`src/rtl/cache_pkg.sv`:
```
package cache_pkg;

	// address and data geometry
	localparam int ADDR_LEN = 27;
	localparam int DATA_LEN = 32;
	localparam int LINE_WORDS = 4;
	localparam int LINE_LEN = DATA_LEN * LINE_WORDS;

	// byte address split, msb to lsb
	localparam int TAG_LEN = 13;
	localparam int INDEX_LEN = 10;
	localparam int OFFSET_LEN = 2;
	localparam int BYTE_LEN = 2;

	// one line per index, direct mapped
	localparam int LINE_NUM = 1 << INDEX_LEN;

	typedef logic [ADDR_LEN-1:0] addr_t;
	typedef logic [DATA_LEN-1:0] word_t;
	// word 0 sits in bits 31:0
	typedef logic [LINE_LEN-1:0] line_t;
	typedef logic [TAG_LEN-1:0] tag_t;
	typedef logic [INDEX_LEN-1:0] index_t;
	typedef logic [OFFSET_LEN-1:0] offset_t;
	// tag and index, line aligned
	typedef logic [TAG_LEN+INDEX_LEN-1:0] line_addr_t;

	// cpu request, write data ignored on reads
	typedef struct packed {
		logic write;
		addr_t addr;
		word_t wdata;
	} cpu_req_t;

	// read word, valid with done
	typedef struct packed {
		word_t rdata;
	} cpu_rsp_t;

	// request after the address split
	typedef struct packed {
		logic write;
		tag_t tag;
		index_t index;
		offset_t offset;
		word_t wdata;
	} dec_req_t;

	// write = 1 is a write-back, write = 0 a fill
	typedef struct packed {
		logic write;
		line_addr_t line_addr;
		line_t data;
	} mem_req_t;

	typedef struct packed {
		line_t line;
	} mem_rsp_t;

endpackage

```
`src/rtl/cpu_req_decoder.sv`:
```
`timescale 1ns/1ps

module cpu_req_decoder (
	input logic clk,
	input logic rstn,
	input logic cpu_req_valid,
	input cache_pkg::cpu_req_t cpu_req,
	input logic cpu_done,
	output logic dec_valid,
	output cache_pkg::dec_req_t dec_req
);
	import cache_pkg::*;

	// high from strobe up to done
	logic busy;

	// strobe delayed by one cycle, busy tracking
	always_ff @(posedge clk) begin
		if (!rstn) begin
			dec_valid <= 1'b0;
			busy <= 1'b0;
		end else begin
			dec_valid <= cpu_req_valid;
			if (cpu_req_valid) begin
				busy <= 1'b1;
			end else if (cpu_done) begin
				busy <= 1'b0;
			end
		end
	end

	// request fields held until the next strobe
	// byte bits of the address dropped here
	always_ff @(posedge clk) begin
		if (cpu_req_valid) begin
			dec_req.write <= cpu_req.write;
			dec_req.tag <= cpu_req.addr[ADDR_LEN-1 -: TAG_LEN];
			dec_req.index <= cpu_req.addr[BYTE_LEN+OFFSET_LEN +: INDEX_LEN];
			dec_req.offset <= cpu_req.addr[BYTE_LEN +: OFFSET_LEN];
			dec_req.wdata <= cpu_req.wdata;
		end
	end

	// only one request in flight
	a_no_strobe_while_busy: assert property (
		@(posedge clk) disable iff (!rstn) cpu_req_valid |-> !busy
	) else $error("cpu strobe while a request is still in flight");

	// done only ends a request that was started
	a_done_needs_request: assert property (
		@(posedge clk) disable iff (!rstn) cpu_done |-> busy
	) else $error("cpu_done without a pending request");

endmodule

```
`config.mk`:
```
export PLATFORM = sky130hd
export DESIGN_NAME = cpu_req_decoder
export DESIGN_NICKNAME = d
export VERILOG_FILES = /design/src/rtl/cache_pkg.sv /design/src/rtl/cpu_req_decoder.sv
export SDC_FILE = /design/constraint.sdc
export NUM_CORES = 1
export LEC_CHECK = 0
export BUFFER_PORTS_ARGS = -buffer_cell sky130_fd_sc_hd__clkbuf_2
export CAP_MARGIN = 20
export CORE_MARGIN = 4
export CORE_UTILIZATION = 35
export CTS_CLUSTER_SIZE = 12
export DETAILED_ROUTE_END_ITERATION = 10
export PLACE_DENSITY = 0.69
export SLEW_MARGIN = 30
export SYNTH_ARGS = -nofsm -noshare
export SYNTH_HDL_FRONTEND = slang
export SYNTH_SLANG_ARGS = --single-unit
```
`constraint.sdc`:
```
create_clock -name clk -period 0.8 [get_ports clk]
set_clock_uncertainty 0.1 [all_clocks]
set_input_delay 0.16 -clock clk [delete_from_list [all_inputs] [get_ports clk]]
set_output_delay 0.16 -clock clk [all_outputs]
set_load 0.01 [all_outputs]
```
# Yosys cells after proc, flatten, opt, wreduce, memory -nomap -nowiden

Index checks and enable logic that the tools add are counted.

Register bits after elaboration: 59
Bits of input ports: 64
Output and inout port bits: 59
Logic and storage cells: 6

# Depth between registers and ports, before layout

Depth after elaboration: 0
Depth in mapped cells: 1

# Worst setup path after synthesis

OpenSTA, ideal clock, no wires.

Kind: register -> output
Start point: register dec_req[0] (netlist bit)
End point: output dec_req[0] (netlist bit)
Arrival time: 0.394 ns
Data required time: 0.540 ns
Slack: 0.146 ns
Stages on the path, launching flop included: 1
Path through: edfxtp_1

RTL lines:

| item        | RTL line              | RTL |
|---|---|---|
| from (decl) | cpu_req_decoder.sv:10 | `output cache_pkg::dec_req_t dec_req` |

No word-level cell between the ends.

# Worst setup path in the final report

Start point: register dec_req[38] (netlist bit)
End point: output dec_req[38] (netlist bit)

No word-level cell between the ends.

==> qor.csv <==
metric,value,unit
gp weighted congestion,0.701,
sw frac,20.6,%
1st-pass router iterations,4,
Ports,123,
"commonest non-fill, non-tap cells in the layout","88 x clkbuf_2, 58 x edfxtp_1, 44 x dlygate4sd3_1, 12 x dlymetal6s4s_1, 11 x clkbuf_8",
# diodes,0,
Longest Clk Path Bufs,2,
Pwr Total,7.17,mW
measured slew at the worst slew-check pin,142,ps
total CTS buffers,9,
Pint,5.69,mW
fillcell total,348,
Tmin final,1140,ps
Final Setup Violations,71,
pins over their slew limit,0,
post-layout util,65.3,%
Antenna Violating Nets Remaining,0,
status,"finished, violations left",
Chip Height,79.1,um
Synth warnings,0,
die width,79.1,um
layout cells sized above 1,47.6,%
Leak Pwr,1.42,nW
clock slew at reported path FFs,70,ps
via count,1238,
total placed cells including tap cells,249,
largest net degree at the start of global routing,28,
RSZ-0062 raised after global routing,true,
Layout Cells excl Fill,292,
PortBufs,119,
Cells after Synth,60,
"Data arrival, critical path",880,ps
clock sinks,59,
P_sw,1.47,mW
Bufs and invs on worst path,1,
critical path peak fanout,1,
worst rel slew slack,90.5,%
H-tree depth,3,
Synth cell types,3,
slowest stage cell on the critical path,edfxtp_1,
Root Driver,clkbuf_8,
GRT overflow,0,
hold slack final,-70.8,ps
f_max,877,MHz
CP Cell Sequence,clkbuf_2,
Residual DRC,0,
Gate power share,10.7,%
max_cap viols,0,
starting density of the core,36.7,%
peak supply drop,1.32,mV
first-pass GRT wire length,7560,um
core box area,0.00482,sq mm
die footprint,0.00625,sq mm
Clock Power Share,37.2,%
Setup crit start kind,register,
Synth Register Bits,59,
violated checks,"negative hold slack, negative setup slack",
Seq pwr share,52.1,%
WP data required,540,ps
critical path type,register to output pin,
Crit path max-delay family,flip-flops,
synthesized area,0.00177,sq mm
"Seq/Total Area, Yosys",99.6,%
final wirelength,4660,um
largest stage delay on the critical path,400,ps
vias per cell,4.24,
syn nets,124,
total track usage,17.0,%
Layout area overhead,77.9,%
CTS tree,built,
drt first-iter violations,90,
Std-Cell Rows,25,
PwrDens,2280,mW/mm^2
Hold Fails Final Rpt,3,
Setup WS pre-CTS,-140,ps
vias in the first global route,1505,
"commonest non-fill, non-tap cell in the layout",clkbuf_2,
worst setup margin,-341,ps
post-route clock period utilization,143,%
Hold Path Class,input pin to register,
syn_area_per_cell,29.5,sq um
Worst setup EP type,output pin,
Routed wire per std cell,16.0,um
nets@finish,284,
initial antenna violation count,0,
==> area by class of cell <==
cell class	instances	area, sq um	area share, %
clock buffers	14	163	5.17
clock inverters	2	35.0	1.11
multi-input cells	1	6.26	0.199
flip-flops and latches	59	1760	56.0
well taps	67	83.8	2.67
repair buffers	149	1090	34.8
==> path summary, 6_finish.rpt <==
check / slack, ps / start / to / depth (start not counted)
worst min-delay path: -70 / cpu_req[36] / dec_req[34] / 1
worst max-delay path: -340 / dec_req[38] / dec_req[38] / 1
==> per-stage QoR <==
step                TNS (ps)  cell area [sq um]
finish                -16680               3150
global route          -19390               3150
CTS                   -17970               3230
detailed placement     -7690               2490
global placement       -7820               2490
floorplan                  0               1770
==> power by group through the flow <==
stage	Combinational, mW	Sequential (mW)	Clock, mW
final	0.765	3.73	2.67
after global routing	0.836	3.76	2.86
after CTS	0.805	3.73	2.72
after detailed placement	0.598	3.79	0
after global placement	0.593	3.78	0
after floorplan	0.00160	3.93	0
==> state kept, by name (all words and copies together), names as in the netlist <==
signal and count:
dec_req 58, dec_valid 1
==> synth_stat cells <==
cell type	instances	area share (%)
and2_1	1	0.35
dfxtp_1	1	1.1
edfxtp_1	58	99
==> kinds of logic after synthesis <==
| group | after synthesis | synth area share [%] |
|---|---|---|
| AND/OR/NAND/NOR | 1 | 0.354 |
| flip-flops | 59 | 99.6 |
==> layer usage <==
| layer | routed length (um) | global-route usage, % | vias up |
|---|---|---|---|
| li1 | - | - | 563 |
| met1 | 1640 | 17.8 | 586 |
| met2 | 2380 | 27.8 | 84 |
| met3 | 595 | 9.52 | 5 |
| met4 | 44 | 7.73 | 0 |
| met5 | 0 | 0 | - |
==> timing repair <==
item / in CTS / in global routing
setup endpoints to repair: 59 / 101
endpoints found under the hold margin: 59 / 6
setup buffers: 0 / 0
gates resized for setup: 0 / 16
hold buffers: 54 / 3
Note: power is estimated with default switching activity, not from simulation.
