$ cat config.mk
export PLATFORM = sky130hd
export DESIGN_NAME = mem_port
export DESIGN_NICKNAME = d
export VERILOG_FILES = /design/src/rtl/cache_pkg.sv /design/src/rtl/mem_port.sv
export SDC_FILE = /design/constraint.sdc
export NUM_CORES = 1
export LEC_CHECK = 0
export BUFFER_PORTS_ARGS = -buffer_cell sky130_fd_sc_hd__buf_2
export CORE_AREA = 5 5 234 236
export DETAILED_ROUTE_END_ITERATION = 8
export DIE_AREA = 0 0 239 241
export GPL_TIMING_DRIVEN = 0
export PLACE_DENSITY = 0.33
export SKIP_CTS_REPAIR_TIMING = 1
export SLEW_MARGIN = 5
export SYNTH_ARGS = -nofsm -noshare
export SYNTH_HDL_FRONTEND = slang
export SYNTH_SLANG_ARGS = --single-unit
$ cat constraint.sdc
create_clock -name clk -period 2.6 [get_ports clk]
set_input_delay 0.26 -clock clk [delete_from_list [all_inputs] [get_ports clk]]
set_output_delay 0.26 -clock clk [all_outputs]
set_load 0.02 [all_outputs]
$ cat src/rtl/cache_pkg.sv
package cache_pkg;

	// address and data geometry
	localparam int ADDR_LEN = 27;
	localparam int DATA_LEN = 32;
	localparam int LINE_WORDS = 4;
	localparam int LINE_LEN = DATA_LEN * LINE_WORDS;

	// byte address split, msb to lsb
	localparam int TAG_LEN = 13;
	localparam int INDEX_LEN = 10;
	localparam int OFFSET_LEN = 2;
	localparam int BYTE_LEN = 2;

	// one line per index, direct mapped
	localparam int LINE_NUM = 1 << INDEX_LEN;

	typedef logic [ADDR_LEN-1:0] addr_t;
	typedef logic [DATA_LEN-1:0] word_t;
	// word 0 sits in bits 31:0
	typedef logic [LINE_LEN-1:0] line_t;
	typedef logic [TAG_LEN-1:0] tag_t;
	typedef logic [INDEX_LEN-1:0] index_t;
	typedef logic [OFFSET_LEN-1:0] offset_t;
	// tag and index, line aligned
	typedef logic [TAG_LEN+INDEX_LEN-1:0] line_addr_t;

	// cpu request, write data ignored on reads
	typedef struct packed {
		logic write;
		addr_t addr;
		word_t wdata;
	} cpu_req_t;

	// read word, valid with done
	typedef struct packed {
		word_t rdata;
	} cpu_rsp_t;

	// request after the address split
	typedef struct packed {
		logic write;
		tag_t tag;
		index_t index;
		offset_t offset;
		word_t wdata;
	} dec_req_t;

	// write = 1 is a write-back, write = 0 a fill
	typedef struct packed {
		logic write;
		line_addr_t line_addr;
		line_t data;
	} mem_req_t;

	typedef struct packed {
		line_t line;
	} mem_rsp_t;

endpackage

$ cat src/rtl/mem_port.sv
`timescale 1ns/1ps

module mem_port (
	input logic clk,
	input logic rstn,
	input logic issue_wb,
	input logic issue_fill,
	input cache_pkg::dec_req_t dec_req,
	input cache_pkg::tag_t victim_tag,
	input cache_pkg::line_t victim_line,
	output logic mem_req_valid,
	output cache_pkg::mem_req_t mem_req,
	input logic mem_rsp_valid,
	input cache_pkg::mem_rsp_t mem_rsp,
	output logic fill_valid,
	output cache_pkg::line_t fill_line
);
	import cache_pkg::*;

	line_addr_t wb_addr;
	line_addr_t fill_addr;
	// set by the fill request, cleared by its response
	logic fill_pending;

	// old tag for the victim, request tag for the fill
	assign wb_addr = {victim_tag, dec_req.index};
	assign fill_addr = {dec_req.tag, dec_req.index};

	always_ff @(posedge clk) begin
		if (!rstn) begin
			mem_req_valid <= 1'b0;
			fill_pending <= 1'b0;
		end else begin
			mem_req_valid <= issue_wb || issue_fill;
			if (issue_fill) begin
				fill_pending <= 1'b1;
			end else if (mem_rsp_valid) begin
				fill_pending <= 1'b0;
			end
		end
	end

	// request payload, data zero on fills
	always_ff @(posedge clk) begin
		if (issue_wb) begin
			mem_req.write <= 1'b1;
			mem_req.line_addr <= wb_addr;
			mem_req.data <= victim_line;
		end else if (issue_fill) begin
			mem_req.write <= 1'b0;
			mem_req.line_addr <= fill_addr;
			mem_req.data <= '0;
		end
	end

	// response goes straight through
	assign fill_valid = mem_rsp_valid;
	assign fill_line = mem_rsp.line;

	a_rsp_needs_fill: assert property (
		@(posedge clk) disable iff (!rstn) mem_rsp_valid |-> fill_pending
	) else $error("memory response with no fill outstanding");

	a_one_fill_at_a_time: assert property (
		@(posedge clk) disable iff (!rstn) issue_fill |-> !fill_pending
	) else $error("second fill issued while one is outstanding");

endmodule

; Word-level counts from Yosys, hierarchy flattened
; Cells that the tools add are included.
[totals]
register_bits = 153
in_bits = 332
output_inout_bits = 282
[op_classes]
mux = 2
n_reduce_logical = 2
[op_table]
columns = operator, count
row1 = 151-bit two-way mux, 2
row2 = 2-bit nonzero test, 1
row3 = 1-bit logical OR, 1

; Depth between registers and ports, before layout
[depth]
word_depth = 2
ltp_mapped = 4

; Worst setup path after synthesis
; OpenSTA, ideal clock, no wires.
[synth_timing]
kind = input port to flip-flop
start = input issue_wb
end = register mem_req[0] (netlist bit) (enable)
t_arrival_ps = 1618
required_ps = 2191
setup_slack_ps = 573
cell_stages = 3
path_cell_list = buf_6 -> buf_6 -> or2_4
[synth_between]
elab_chain_cells = 1
[synth_lines]
columns = item, line_no
row1 = from (decl), mem_port.sv:6  ; input logic issue_wb,
row2 = 2-bit nonzero test (no source line), n/a
row3 = to (decl), mem_port.sv:12  ; output cache_pkg::mem_req_t mem_req,
; Every way passes these cells.
; A chain may end at the register's enable or synchronous reset.

; Worst setup path in the final report
[layout_timing]
start = input issue_wb
end = register mem_req[54] (netlist bit) (enable)
; The elaborated chain is that of the path after synthesis.

==> flow_summary.ini <==
[run_status]
status = finished, final reports clean

[routing]
vias = 5067
drt_iter0_markers = 88
dr.pass1.iters = 4
ant_nets = 0
wl_per_cell_um = 18.3
wirelength_um = 29800
viasPerCell = 3.12
drcViolationCount = 0

[cells_and_area]
fillerInstances = 5791
fin_area_mm2 = 0.0105
stdcell_count = 1626
drive_gt1_frac = 0.681
syn2layout_area_growth_pct = 58.9
final_nets = 1255

[power_and_ir_drop]
p_switching_mw = 1.89
pwr-share-clk = 0.383
p_int_mw = 5.07
power_density_mw_per_mm2 = 662
pwr-share-seq = 0.433
p_leak_nw = 4.88
peakVddDrop_mv = 0.471
combinationalPowerShare = 0.184
p_sw_frac = 0.272

[floorplan]
io_pins = 614
die_y_um = 241
dieArea_mm2 = 0.0576
core_mm2 = 0.0522
rows = 84
initial_core_util = 0.127
fp.dieW_um = 239

[logic_synthesis]
yosysSeqAreaShare = 0.692
synth-seq-cells = 153
yosysUniqueCellTypes = 13
synth_cells = 443
yosys_warnings = 0
avgSynthCellArea_um2 = 14.9
synth.net_count = 775
syn_area_mm2 = 0.00661

[critical_path]
endpoint_kind = flip-flop
cp.required_ns = 2.72
crit_fanout = 56
crit_slowest_cell = or2_4
critPathArrivalTime_ns = 2.01
max_stage_delay_ns = 0.64
cp-start-kind = primary input
path_cells = buf_6 -> buf_6 -> or2_4 -> buf_16 -> buf_16
path_class = in -> reg
cp_num_buf_inv = 4
crit_family = buffers and inverters

[clock_tree]
cts_root_buf = clkbuf_16
clkTransAtPathRegs_ns = 0.06
clockBufferDepth = 2
cts_buffers = 17
htree_num_levels = 4
cts_tree = yes
clk_latency_ns = 0.45
cts_sinks = 153

[placement]
port_buffers = 448
dp_slack_ns = 0.161
dp_cells = 1581
placed_cell_area_mm2 = 0.00977
place.gp.congestion = 0.776
hpwlAfterDp_um = 25000

[grt]
grt_pass1_vias = 5426
grt_max_degree = 57
overflow = 0
grt_use_total = 0.0981
antenna_found_initial = 14
grt_first_pass_wirelength_um = 38900

[sta]
drv_slew = 0
worst_pin_slew_ns = 0.752
relSlewSlack = 0.499
finalCriticalPeriod_ns = 1.89
skew_ns = 0
rsz0062_at_grt = false
setup_violations = 0
fmax_mhz = 529
final_hold_viol_count = 0
fin_ws_ns = 0.711
min_period_over_period = 0.726

[worst_hold_path]
hold_path.class = in -> reg

[flow_run]
maxCapViolations = 0
-- kinds of logic after synthesis --
logic type / Yosys count / synth area share
flip-flops: 153 / 0.692
buffers and inverters: 146 / 0.161
AND/OR/NAND/NOR: 130 / 0.124
multiplexers: 13 / 0.0221
AO/OA/AOI/OAI: 1 / 0.00114
-- power groups by stage --
stage               Clock, mW  Sequential (mW)  Combinational (mW)
detailed placement          0             3.07                1.30
finish                   2.66             3.01                1.28
global placement            0             3.07                1.30
CTS                      2.82             3.02                1.31
floorplan                   0             3.38               0.433
global route             2.88             3.04                1.37
-- Yosys cell counts --
master | number | area (um2)
clkbuf_2 | 6 | 30.0
a21o_1 | 1 | 7.51
dfxtp_1 | 2 | 40.0
and2_1 | 128 | 801
edfxtp_1 | 151 | 4530
or2_4 | 1 | 8.76
buf_6 | 2 | 22.5
clkbuf_1 | 3 | 11.3
mux2_2 | 13 | 146
and2_4 | 1 | 8.76
buf_4 | 130 | 976
inv_1 | 1 | 3.75
buf_2 | 4 | 20.0
-- sequential cells by signal, indices dropped and copies added (netlist names) --
register and count:
mem_req 152, mem_req_valid 1
-- layer usage --
| layer | wire length [um] | part of all wire | GRT usage | up-vias |
|---|---|---|---|---|
| met1 | 9240 | 0.31 | 0.0880 | 2331 |
| met3 | 3000 | 0.10 | 0.0450 | 47 |
| met2 | 17000 | 0.57 | 0.192 | 352 |
| li1 | - | - | - | 2335 |
| met4 | 583 | 0.020 | 0.0344 | 2 |
| met5 | 13 | 0.00044 | 0 | - |
-- placed cells by master (no fill, tap or decap), types with 3 or more instances in the layout --
cell type	count
buf_4	130
clkbuf_8	3
bufinv_16	3
clkinv_4	3
clkbuf_1	5
buf_2	452
clkbuf_2	6
clkbuf_16	17
edfxtp_1	151
dlygate4sd3_1	11
clkinvlp_4	3
mux2_2	13
and2_1	128
-- final cells by class --
class | count | area [um2] | share of cell area
antenna | 2 | 5.00 | 0.000477
buffer | 145 | 1060 | 0.101
clock buffer | 22 | 474 | 0.0452
clock inverter | 10 | 144 | 0.0137
inverter | 1 | 3.75 | 0.000357
multi-input combinational | 144 | 972 | 0.0926
sequential | 153 | 4570 | 0.436
tap | 688 | 861 | 0.0820
timing repair buffer | 461 | 2410 | 0.229
-- stage by stage --
step                       util  TNS (ns)  power [mW]  hold WS, ns
after detailed placement  0.187         0        4.37        0.438
after global routing      0.201         0        7.29       0.0365
final                     0.201         0        6.96       0.0747
after global placement    0.186    -58.11        4.37        0.432
after floorplan               -         0        3.81        0.359
after CTS                 0.199         0        7.14      -0.0995
-- path summary, 6_finish.rpt --
check,from,endpoint,slack [ns],cells after the start
max,issue_wb,mem_req[54],0.71,5
min,issue_fill,mem_req[151],0.07,3
max reg2reg,mem_req[151],mem_req[151],2.05,1
min reg2reg,mem_req[151],mem_req[151],0.45,1
(Power assumes the default switching activity.)
