===== src/rtl/cache_pkg.sv =====
package cache_pkg;

	// address and data geometry
	localparam int ADDR_LEN = 27;
	localparam int DATA_LEN = 32;
	localparam int LINE_WORDS = 4;
	localparam int LINE_LEN = DATA_LEN * LINE_WORDS;

	// byte address split, msb to lsb
	localparam int TAG_LEN = 13;
	localparam int INDEX_LEN = 10;
	localparam int OFFSET_LEN = 2;
	localparam int BYTE_LEN = 2;

	// one line per index, direct mapped
	localparam int LINE_NUM = 1 << INDEX_LEN;

	typedef logic [ADDR_LEN-1:0] addr_t;
	typedef logic [DATA_LEN-1:0] word_t;
	// word 0 sits in bits 31:0
	typedef logic [LINE_LEN-1:0] line_t;
	typedef logic [TAG_LEN-1:0] tag_t;
	typedef logic [INDEX_LEN-1:0] index_t;
	typedef logic [OFFSET_LEN-1:0] offset_t;
	// tag and index, line aligned
	typedef logic [TAG_LEN+INDEX_LEN-1:0] line_addr_t;

	// cpu request, write data ignored on reads
	typedef struct packed {
		logic write;
		addr_t addr;
		word_t wdata;
	} cpu_req_t;

	// read word, valid with done
	typedef struct packed {
		word_t rdata;
	} cpu_rsp_t;

	// request after the address split
	typedef struct packed {
		logic write;
		tag_t tag;
		index_t index;
		offset_t offset;
		word_t wdata;
	} dec_req_t;

	// write = 1 is a write-back, write = 0 a fill
	typedef struct packed {
		logic write;
		line_addr_t line_addr;
		line_t data;
	} mem_req_t;

	typedef struct packed {
		line_t line;
	} mem_rsp_t;

endpackage


===== src/rtl/miss_fsm.sv =====
`timescale 1ns/1ps

module miss_fsm (
	input logic clk,
	input logic rstn,
	input logic dec_valid,
	input cache_pkg::dec_req_t dec_req,
	input cache_pkg::tag_t tag_rdata,
	input cache_pkg::line_t line_rdata,
	output logic tag_we,
	output logic line_we,
	output cache_pkg::line_t line_wdata,
	output logic issue_wb,
	output logic issue_fill,
	input logic fill_valid,
	input cache_pkg::line_t fill_line,
	output logic cpu_done,
	output cache_pkg::cpu_rsp_t cpu_rsp
);
	import cache_pkg::*;

	typedef enum logic [2:0] {
		idle,
		lookup,
		compare,
		write_back,
		fill_wait,
		refill
	} state_t;

	state_t state;
	state_t state_nxt;

	// per line status, cleared on reset
	logic [LINE_NUM-1:0] valid_q;
	logic [LINE_NUM-1:0] dirty_q;

	// lookup results, used one cycle later in compare
	logic hit_q;
	word_t word_q;

	logic tag_match;
	logic victim_dirty;
	logic hit_wr;
	logic fill_wr;
	line_t merge_src;

	// word slice of a line
	function automatic word_t get_word(line_t line, offset_t offset);
		return line[offset*DATA_LEN +: DATA_LEN];
	endfunction

	// replace one word, keep the other three
	function automatic line_t merge_word(line_t line, offset_t offset, word_t word);
		line_t merged;
		merged = line;
		merged[offset*DATA_LEN +: DATA_LEN] = word;
		return merged;
	endfunction

	// rdata is valid from lookup on
	// index stays put until the next request
	assign tag_match = valid_q[dec_req.index] && (tag_rdata == dec_req.tag);
	assign victim_dirty = valid_q[dec_req.index] && dirty_q[dec_req.index];

	// write hit merges into the current line
	assign hit_wr = (state == compare) && hit_q && dec_req.write;
	// fill lands straight from the memory port
	assign fill_wr = (state == fill_wait) && fill_valid;

	assign tag_we = fill_wr;
	assign line_we = hit_wr || fill_wr;

	// fill line or cached line as merge base
	assign merge_src = (state == fill_wait) ? fill_line : line_rdata;
	assign line_wdata = dec_req.write ?
		merge_word(merge_src, dec_req.offset, dec_req.wdata) : merge_src;

	// victim leaves first, then the fill
	assign issue_wb = (state == compare) && !hit_q && victim_dirty;
	assign issue_fill = ((state == compare) && !hit_q && !victim_dirty) ||
		(state == write_back);

	// hit path ends the request
	assign cpu_done = (state == compare) && hit_q;
	assign cpu_rsp.rdata = word_q;

	always_comb begin
		state_nxt = state;
		case (state)
			idle: begin
				if (dec_valid) begin
					state_nxt = lookup;
				end
			end
			lookup: begin
				state_nxt = compare;
			end
			compare: begin
				if (hit_q) begin
					state_nxt = idle;
				end else if (victim_dirty) begin
					state_nxt = write_back;
				end else begin
					state_nxt = fill_wait;
				end
			end
			write_back: begin
				state_nxt = fill_wait;
			end
			fill_wait: begin
				if (fill_valid) begin
					state_nxt = refill;
				end
			end
			// ram re-reads the new line here
			refill: begin
				state_nxt = lookup;
			end
			default: begin
				state_nxt = idle;
			end
		endcase
	end

	always_ff @(posedge clk) begin
		if (!rstn) begin
			state <= idle;
		end else begin
			state <= state_nxt;
		end
	end

	// registered compare, word picked in the same step
	always_ff @(posedge clk) begin
		if (state == lookup) begin
			hit_q <= tag_match;
			word_q <= get_word(line_rdata, dec_req.offset);
		end
	end

	// fill makes the line valid
	// dirty only if the miss was a write
	always_ff @(posedge clk) begin
		if (!rstn) begin
			valid_q <= '0;
			dirty_q <= '0;
		end else begin
			if (fill_wr) begin
				valid_q[dec_req.index] <= 1'b1;
				dirty_q[dec_req.index] <= dec_req.write;
			end
			if (hit_wr) begin
				dirty_q[dec_req.index] <= 1'b1;
			end
		end
	end

	// write-back only while the arrays still hold a line of another tag
	a_wb_on_conflict: assert property (
		@(posedge clk) disable iff (!rstn) issue_wb |-> !tag_match
	) else $error("write-back while the request tag still matches");

	// memory port must not deliver a line we did not wait for
	a_fill_only_when_waiting: assert property (
		@(posedge clk) disable iff (!rstn) fill_valid |-> state == fill_wait
	) else $error("fill_valid outside fill_wait");

endmodule


===== config.mk =====
export PLATFORM = sky130hd
export DESIGN_NAME = miss_fsm
export DESIGN_NICKNAME = d
export VERILOG_FILES = /design/src/rtl/cache_pkg.sv /design/src/rtl/miss_fsm.sv
export SDC_FILE = /design/constraint.sdc
export NUM_CORES = 2
export LEC_CHECK = 0
export BUFFER_PORTS_ARGS = -buffer_cell sky130_fd_sc_hd__buf_4
export CORE_ASPECT_RATIO = 1.75
export CORE_MARGIN = 1.5
export CORE_UTILIZATION = 40
export CTS_CLUSTER_DIAMETER = 150
export CTS_CLUSTER_SIZE = 8
export DETAILED_ROUTE_END_ITERATION = 8
export PLACE_DENSITY = 0.55
export SLEW_MARGIN = 30
export SYNTH_ARGS = -nofsm -noshare
export SYNTH_HDL_FRONTEND = slang
export SYNTH_SLANG_ARGS = --single-unit

===== constraint.sdc =====
create_clock -name clk -period 4.6 [get_ports clk]
set_clock_uncertainty 0.05 [all_clocks]
set_input_delay 0.92 -clock clk [delete_from_list [all_inputs] [get_ports clk]]
set_output_delay 0.92 -clock clk [all_outputs]
set_load 0.005 [all_outputs]

Yosys cells after proc, flatten, opt, wreduce, memory -nomap -nowiden
Cells that the tools add are included.
{ "classes": {"n_addsub": 1, "order_cmp": 2, "eq_ne": 8, "n_shift": 3, "muxes": 18, "bitwise_logic": 2, "reduce_logical": 15} }
{ "op_table": {"columns": ["cell", "count"], "rows": [
  ["1024-bit 2-to-1 mux", 3],
  ["1024-bit OR", 2],
  ["1024-bit bitwise mux", 1],
  ["128-bit 2-to-1 mux", 2],
  ["128-bit bitwise mux", 1],
  ["32-bit by 34-bit variable shift with 128-bit output, first input constant", 1],
  ["128-bit by 8-bit variable part select with 32-bit output", 1],
  ["32-bit by 34-bit variable part select with 128-bit output", 1],
  ["7-bit negator with 34-bit output", 1],
  ["1-bit binary-select mux with 10-bit select", 2],
  ["3-bit case mux with 6 select lines", 1],
  ["13-bit == test", 1],
  ["3-bit 2-to-1 mux", 4],
  ["10-bit by 11-bit less-than comparator with 1-bit output, second input constant", 1],
  ["1-bit demux with 10-bit select", 1],
  ["10-bit by 1-bit >= comparator with 1-bit output, second input constant", 1],
  ["1-bit logical AND", 9],
  ["3-bit by 2-bit == test with 1-bit output, second input constant", 2],
  ["3-bit == test, second input constant", 2],
  ["2-bit inequality test, second input constant", 2],
  ["3-bit by 1-bit == test with 1-bit output, second input constant", 1],
  ["3-bit zero test", 1],
  ["1-bit 2-to-1 mux", 3],
  ["1-bit zero test", 2],
  ["2 further kinds", 3]
]} }
{ "totals": {"register_bits": 2084, "in_bits": 331, "word_cells": 54} }

Longest topological paths before layout
{ "logic_depth": {"depth_word": 9, "mapped_depth": 14, "depth_no_buf": 9} }

Worst setup path after synthesis
OpenSTA, ideal clock, no wires.
{ "synth_timing": {"path_type": "input port to output port", "start": "input dec_req[35] (netlist bit)", "end": "output issue_fill", "t_arrival_ns": 3.180, "required_ns": 3.630, "setup_slack_ns": 0.450, "stages": 13, "cell_sequence": "buf_6 > buf_6 > buf_2 > buf_2 > mux2i_1 > o22ai_1 > nor4_1 > nand2_1 > a22oi_1 > nand4_1 > a31oi_1 > a31oi_4 > o41ai_2"} }
{ "synth_between": {"elab_chain_cells": 6} }
{ "synth_lines": {"columns": ["item", "line_no", "source"], "rows": [
  ["from (decl)", "miss_fsm.sv:7", "input cache_pkg::dec_req_t dec_req,"],
  ["1-bit binary-select mux with 10-bit select", "miss_fsm.sv:64", "assign victim_dirty = valid_q[dec_req.index] && dirty_q[dec_req.index];"],
  ["1-bit 2-to-1 mux (implied by the code)", "miss_fsm.sv:64", null],
  ["1-bit logical AND *", "miss_fsm.sv:64", null],
  ["1-bit zero test *", "miss_fsm.sv:81", "assign issue_fill = ((state == compare) && !hit_q && !victim_dirty) ||"],
  ["1-bit logical AND *", "miss_fsm.sv:81", null],
  ["1-bit logical OR *", "miss_fsm.sv:81", null],
  ["to (decl)", "miss_fsm.sv:14", "output logic issue_fill,"]
]} }
Mark *: on every way between the ends. The rest lies on a longest branch, timed or not. The select of a mux whose other input is x is not followed.

Final worst setup path
{ "layout_timing": {"start": "input dec_req[35] (netlist bit)", "end": "output issue_wb"} }
{ "layout_between": {"elab_chain_cells": 4} }
{ "layout_lines": {"columns": ["item", "line_no", "source"], "rows": [
  ["1-bit binary-select mux with 10-bit select", "miss_fsm.sv:64", null],
  ["1-bit 2-to-1 mux (implied by the code)", "miss_fsm.sv:64", null],
  ["1-bit logical AND *", "miss_fsm.sv:64", null],
  ["1-bit logical AND *", "miss_fsm.sv:80", "assign issue_wb = (state == compare) && !hit_q && victim_dirty;"],
  ["to (decl)", "miss_fsm.sv:13", "output logic issue_wb,"]
]} }
Marked as above.

==> metrics.md <==
| Metric | Value |
|---|---|
| Outcome | `complete, but fails checks` |
| Failing checks | `design-rule violations, negative setup slack` |
| Pwr Density | `358 nW/um^2` |
| Area Overhead vs Synth | `21.6%` |
| FILL cells | `22,027` |
| Metal1 wirelength | `161,000 um` |
| I/O Buffers | `495` |
| YS warnings | `0` |
| Crit-path slowest cell | `a22oi_2` |
| Register area share after synthesis | `0.446` |
| Met2 Wirelength | `219,000 um` |
| # DRC | `360` |
| Drt pass-1 iters | `9` |
| Worst Hold Path EP | `cpu_rsp[16]$_DFFE_PN_` |
| Routed length per instance | `32.6 um` |
| Number of global-route vias before repair | `86,743` |
| Final Hold Vio Count | `0` |
| Gp weighted congestion | `0.943` |
| CP Data Required Time | `3630 ps` |
| Leak Pwr | `0.0412 uW` |
| Largest net degree at the start of global routing | `209` |
| Reg2Reg Capture Point | `dirty_q[808]$_SDFF_PN0_` |
| RSZ-0062 raised after global routing | `yes` |
| Die ar. | `239,000 sq um` |
| Num Clock Sinks | `2,084` |
| Asr flop ratio synth | `0` |
| Via count | `88,685` |
| Pins over their slew limit | `0` |
| CP top delay family | `buffers and inverters` |
| Worst-path clk slew | `70 ps` |
| Worst Reg2Reg Path Length in Cells | `9` |
| Fin cells | `14,463` |
| Rel. slew slack | `0.213` |
| Tcrit/Tclk final | `1.26` |
| Drt total wl | `471,000 um` |
| Final net count | `11,655` |
| Core Rows | `235` |
| Category of the most critical setup path | `in -> out` |
| Ports | `496` |
| EDFF count, synth | `33` |
| Antenna violations before repair | `52` |
| Initial drt markers | `9,737` |
| Final worst slack | `-1180 ps` |
| Critical Path Sink Type | `primary output` |
| TritonCTS clock tree | `yes` |
| Largest stage delay, worst path | `480 ps` |
| DP HPWL | `292,000 um` |
| Crit-path max FO | `11` |
| Commonest non-fill, non-tap cells in the layout | `2,051 x dfxtp_1, 1,195 x nand2_1, 1,172 x buf_4, 1,157 x o21ai_0, 1,141 x mux2i_1` |
| Antenna Nets Post-Route | `0` |
| Post-Syn Area | `94,400 sq um` |
| Register Area | `42,100 sq um` |
| Peak Freq | `173 MHz` |
| Tmin final | `5780 ps` |
| Fraction of layout cells with a size suffix above 1 | `0.167` |
| Hold Crit Class | `in -> reg` |
| Hold path cells | `2` |
| Max VDD drop | `266 uV` |
| Via density | `6.13` |
| Met3 Routed Length | `45,000 um` |
| Most frequent CP cell | `buf_6` |
| Worst-Margin Slew | `1170 ps` |
| Hold_buf cts | `0` |
| CP cell instances | `buf_16, buf_16, buf_12, buf_12, mux2i_1, o22ai_1, nor4_1, nand2_1, a22oi_2, buf_4, nand4_1, buf_6, nor3_4, buf_6, a31oi_4, buf_6, nor4bb_4, buf_4` |
| Syn_nets | `11,123` |
| Initial Util | `0.403` |
| Cells after DPL | `14,025` |
| Die X | `370 um` |
| Total GRT Usage | `0.381` |
| Reg-to-reg slack, setup | `530 ps` |
| Worst-skew pair later-pin latency | `890 ps` |
| Mean Syn Cell Area | `8.75 sq um` |
| Synth Register Bits | `2,084` |
| Core Box Area | `234,000 sq um` |
| TritonCTS Buffers | `302` |
| Clock root cell | `clkbuf_16` |
| Startpoint types | `input pin` |
| Commonest non-fill, non-tap cell in the layout | `dfxtp_1` |
| Die height | `646 um` |
| CTS H-tree depth | `5` |
| Synth Instances | `10,787` |
| WP data arrival | `4810 ps` |
| Synth cell types | `59` |
| Worst r2r src | `state[2]$_SDFFE_PN0P_` |
| Synth Flop Type | `dfxtp_1` |
| First-pass GRT wire length | `653,000 um` |
| Clock Tree Buf Depth | `4` |
| WP buf/inv | `9` |
| Uppermost layer routed | `met5` |
| Worst hold start | `line_rdata[112]` |
| Total gr overflow | `0` |
| Max-cap violations | `0` |
| Setup TNS Final | `-2320 ps` |
| Setup violators final | `2` |
| Area of the multi-input gates | `48,700 sq um` |
synthesized netlist by cell type, types with 7 or more instances:
cell       count  area share
mux2i_1     1153        0.12
and3_1         8     0.00053
mux4_2        32      0.0076
buf_1         26      0.0010
nor3_1        32      0.0017
o2111ai_1     22      0.0020
nand3_1        9     0.00048
and2_1         9     0.00060
nand2_1     1258       0.050
nand4_1       13     0.00086
a22oi_1        8     0.00064
buf_2         92      0.0049
xor2_1         7     0.00065
dfxtp_1     2051        0.44
a21boi_1      11     0.00088
buf_6         11      0.0013
a31oi_1       13     0.00086
o22a_1        19      0.0018
nor4_1        98      0.0065
buf_4         58      0.0046
nor2_1      1123       0.045
clkbuf_1     934       0.037
o21a_1      1025       0.082
o22ai_1      465       0.031
o21ai_0     1183       0.063
edfxtp_1      33       0.011
a21boi_0    1013       0.081
sequential cells by signal, summed over array words and instances (netlist names):
register  flops
cpu_rsp      32
valid_q    1024
dirty_q    1024
hit_q         1
state         3
where the power goes:
part	switching [uW]	internal, uW
Clock	8100	11800
Combinational	1840	1180
Sequential	16.5	18200
Total	9960	31100
logic make-up (layout without fill, tap and decap cells):
logic type,Yosys count,in the layout,synth area share
AO/OA/AOI/OAI,3772,3772,0.263
AND/OR/NAND/NOR,2603,2603,0.110
flip-flops,2084,2084,0.446
multiplexers,1185,1185,0.130
buffers and inverters,1125,1683,0.0492
XOR/XNOR,13,13,0.00121
adder cells (fa/ha/maj),5,5,0.000663
other,0,37,0
metrics by stage:
stage          utilization  area (sq um)  worst slack (ps)  total power [uW]  hold WS [ps]
6_report             0.490        115000             -1180             41100           388
5_1_grt              0.489        115000             -1200             42000           391
4_1_cts              0.488        114000             -1030             41200           354
3_5_place_dp         0.451        106000             -1640             21400           402
3_3_place_gp         0.451        106000             -1670             21400           395
2_1_floorplan            -         94400               450             19800           390
repair_timing:
action / 4_1_cts / 5_1_grt
cloned: 3 / 0
buffers inserted: 59 / 11
resized for setup: 67 / 15
pin swaps: 22 / 11
setup endpoints to repair: 7 / 10
hold endpoints to repair: 0 / 0
layer usage:
| metal | global-route usage | vias to the layer above |
|---|---|---|
| met5 | 0 | - |
| met2 | 0.619 | 5040 |
| met1 | 0.410 | 43392 |
| met3 | 0.100 | 1627 |
| li1 | - | 38614 |
| met4 | 0.326 | 12 |
final cells by class:
cell class / instances / share of cell area
Multi-Input combinational cell: 7578 / 0.424
Sequential cell: 2084 / 0.366
Timing Repair Buffer: 1349 / 0.106
Clock buffer: 316 / 0.0673
Tap cell: 3081 / 0.0336
Clock inverter: 14 / 0.00152
Antenna cell: 37 / 0.000807
Inverter: 4 / 0.000131
worst max-delay path by stage:
| stage | start | end | slack [ps] | depth (start not counted) |
|---|---|---|---|---|
| 3_3_place_gp | dec_req[35] | issue_fill | -1670 | 16 |
| 6_report | dec_req[35] | issue_wb | -1180 | 18 |
| 4_1_cts | dec_req[35] | issue_fill | -1030 | 17 |
| 2_1_floorplan | dec_req[35] | issue_fill | 450 | 13 |
| 3_5_place_dp | dec_req[35] | issue_fill | -1640 | 16 |
| 5_1_grt | dec_req[34] | issue_wb | -1200 | 20 |
(Power assumes the default switching activity.)
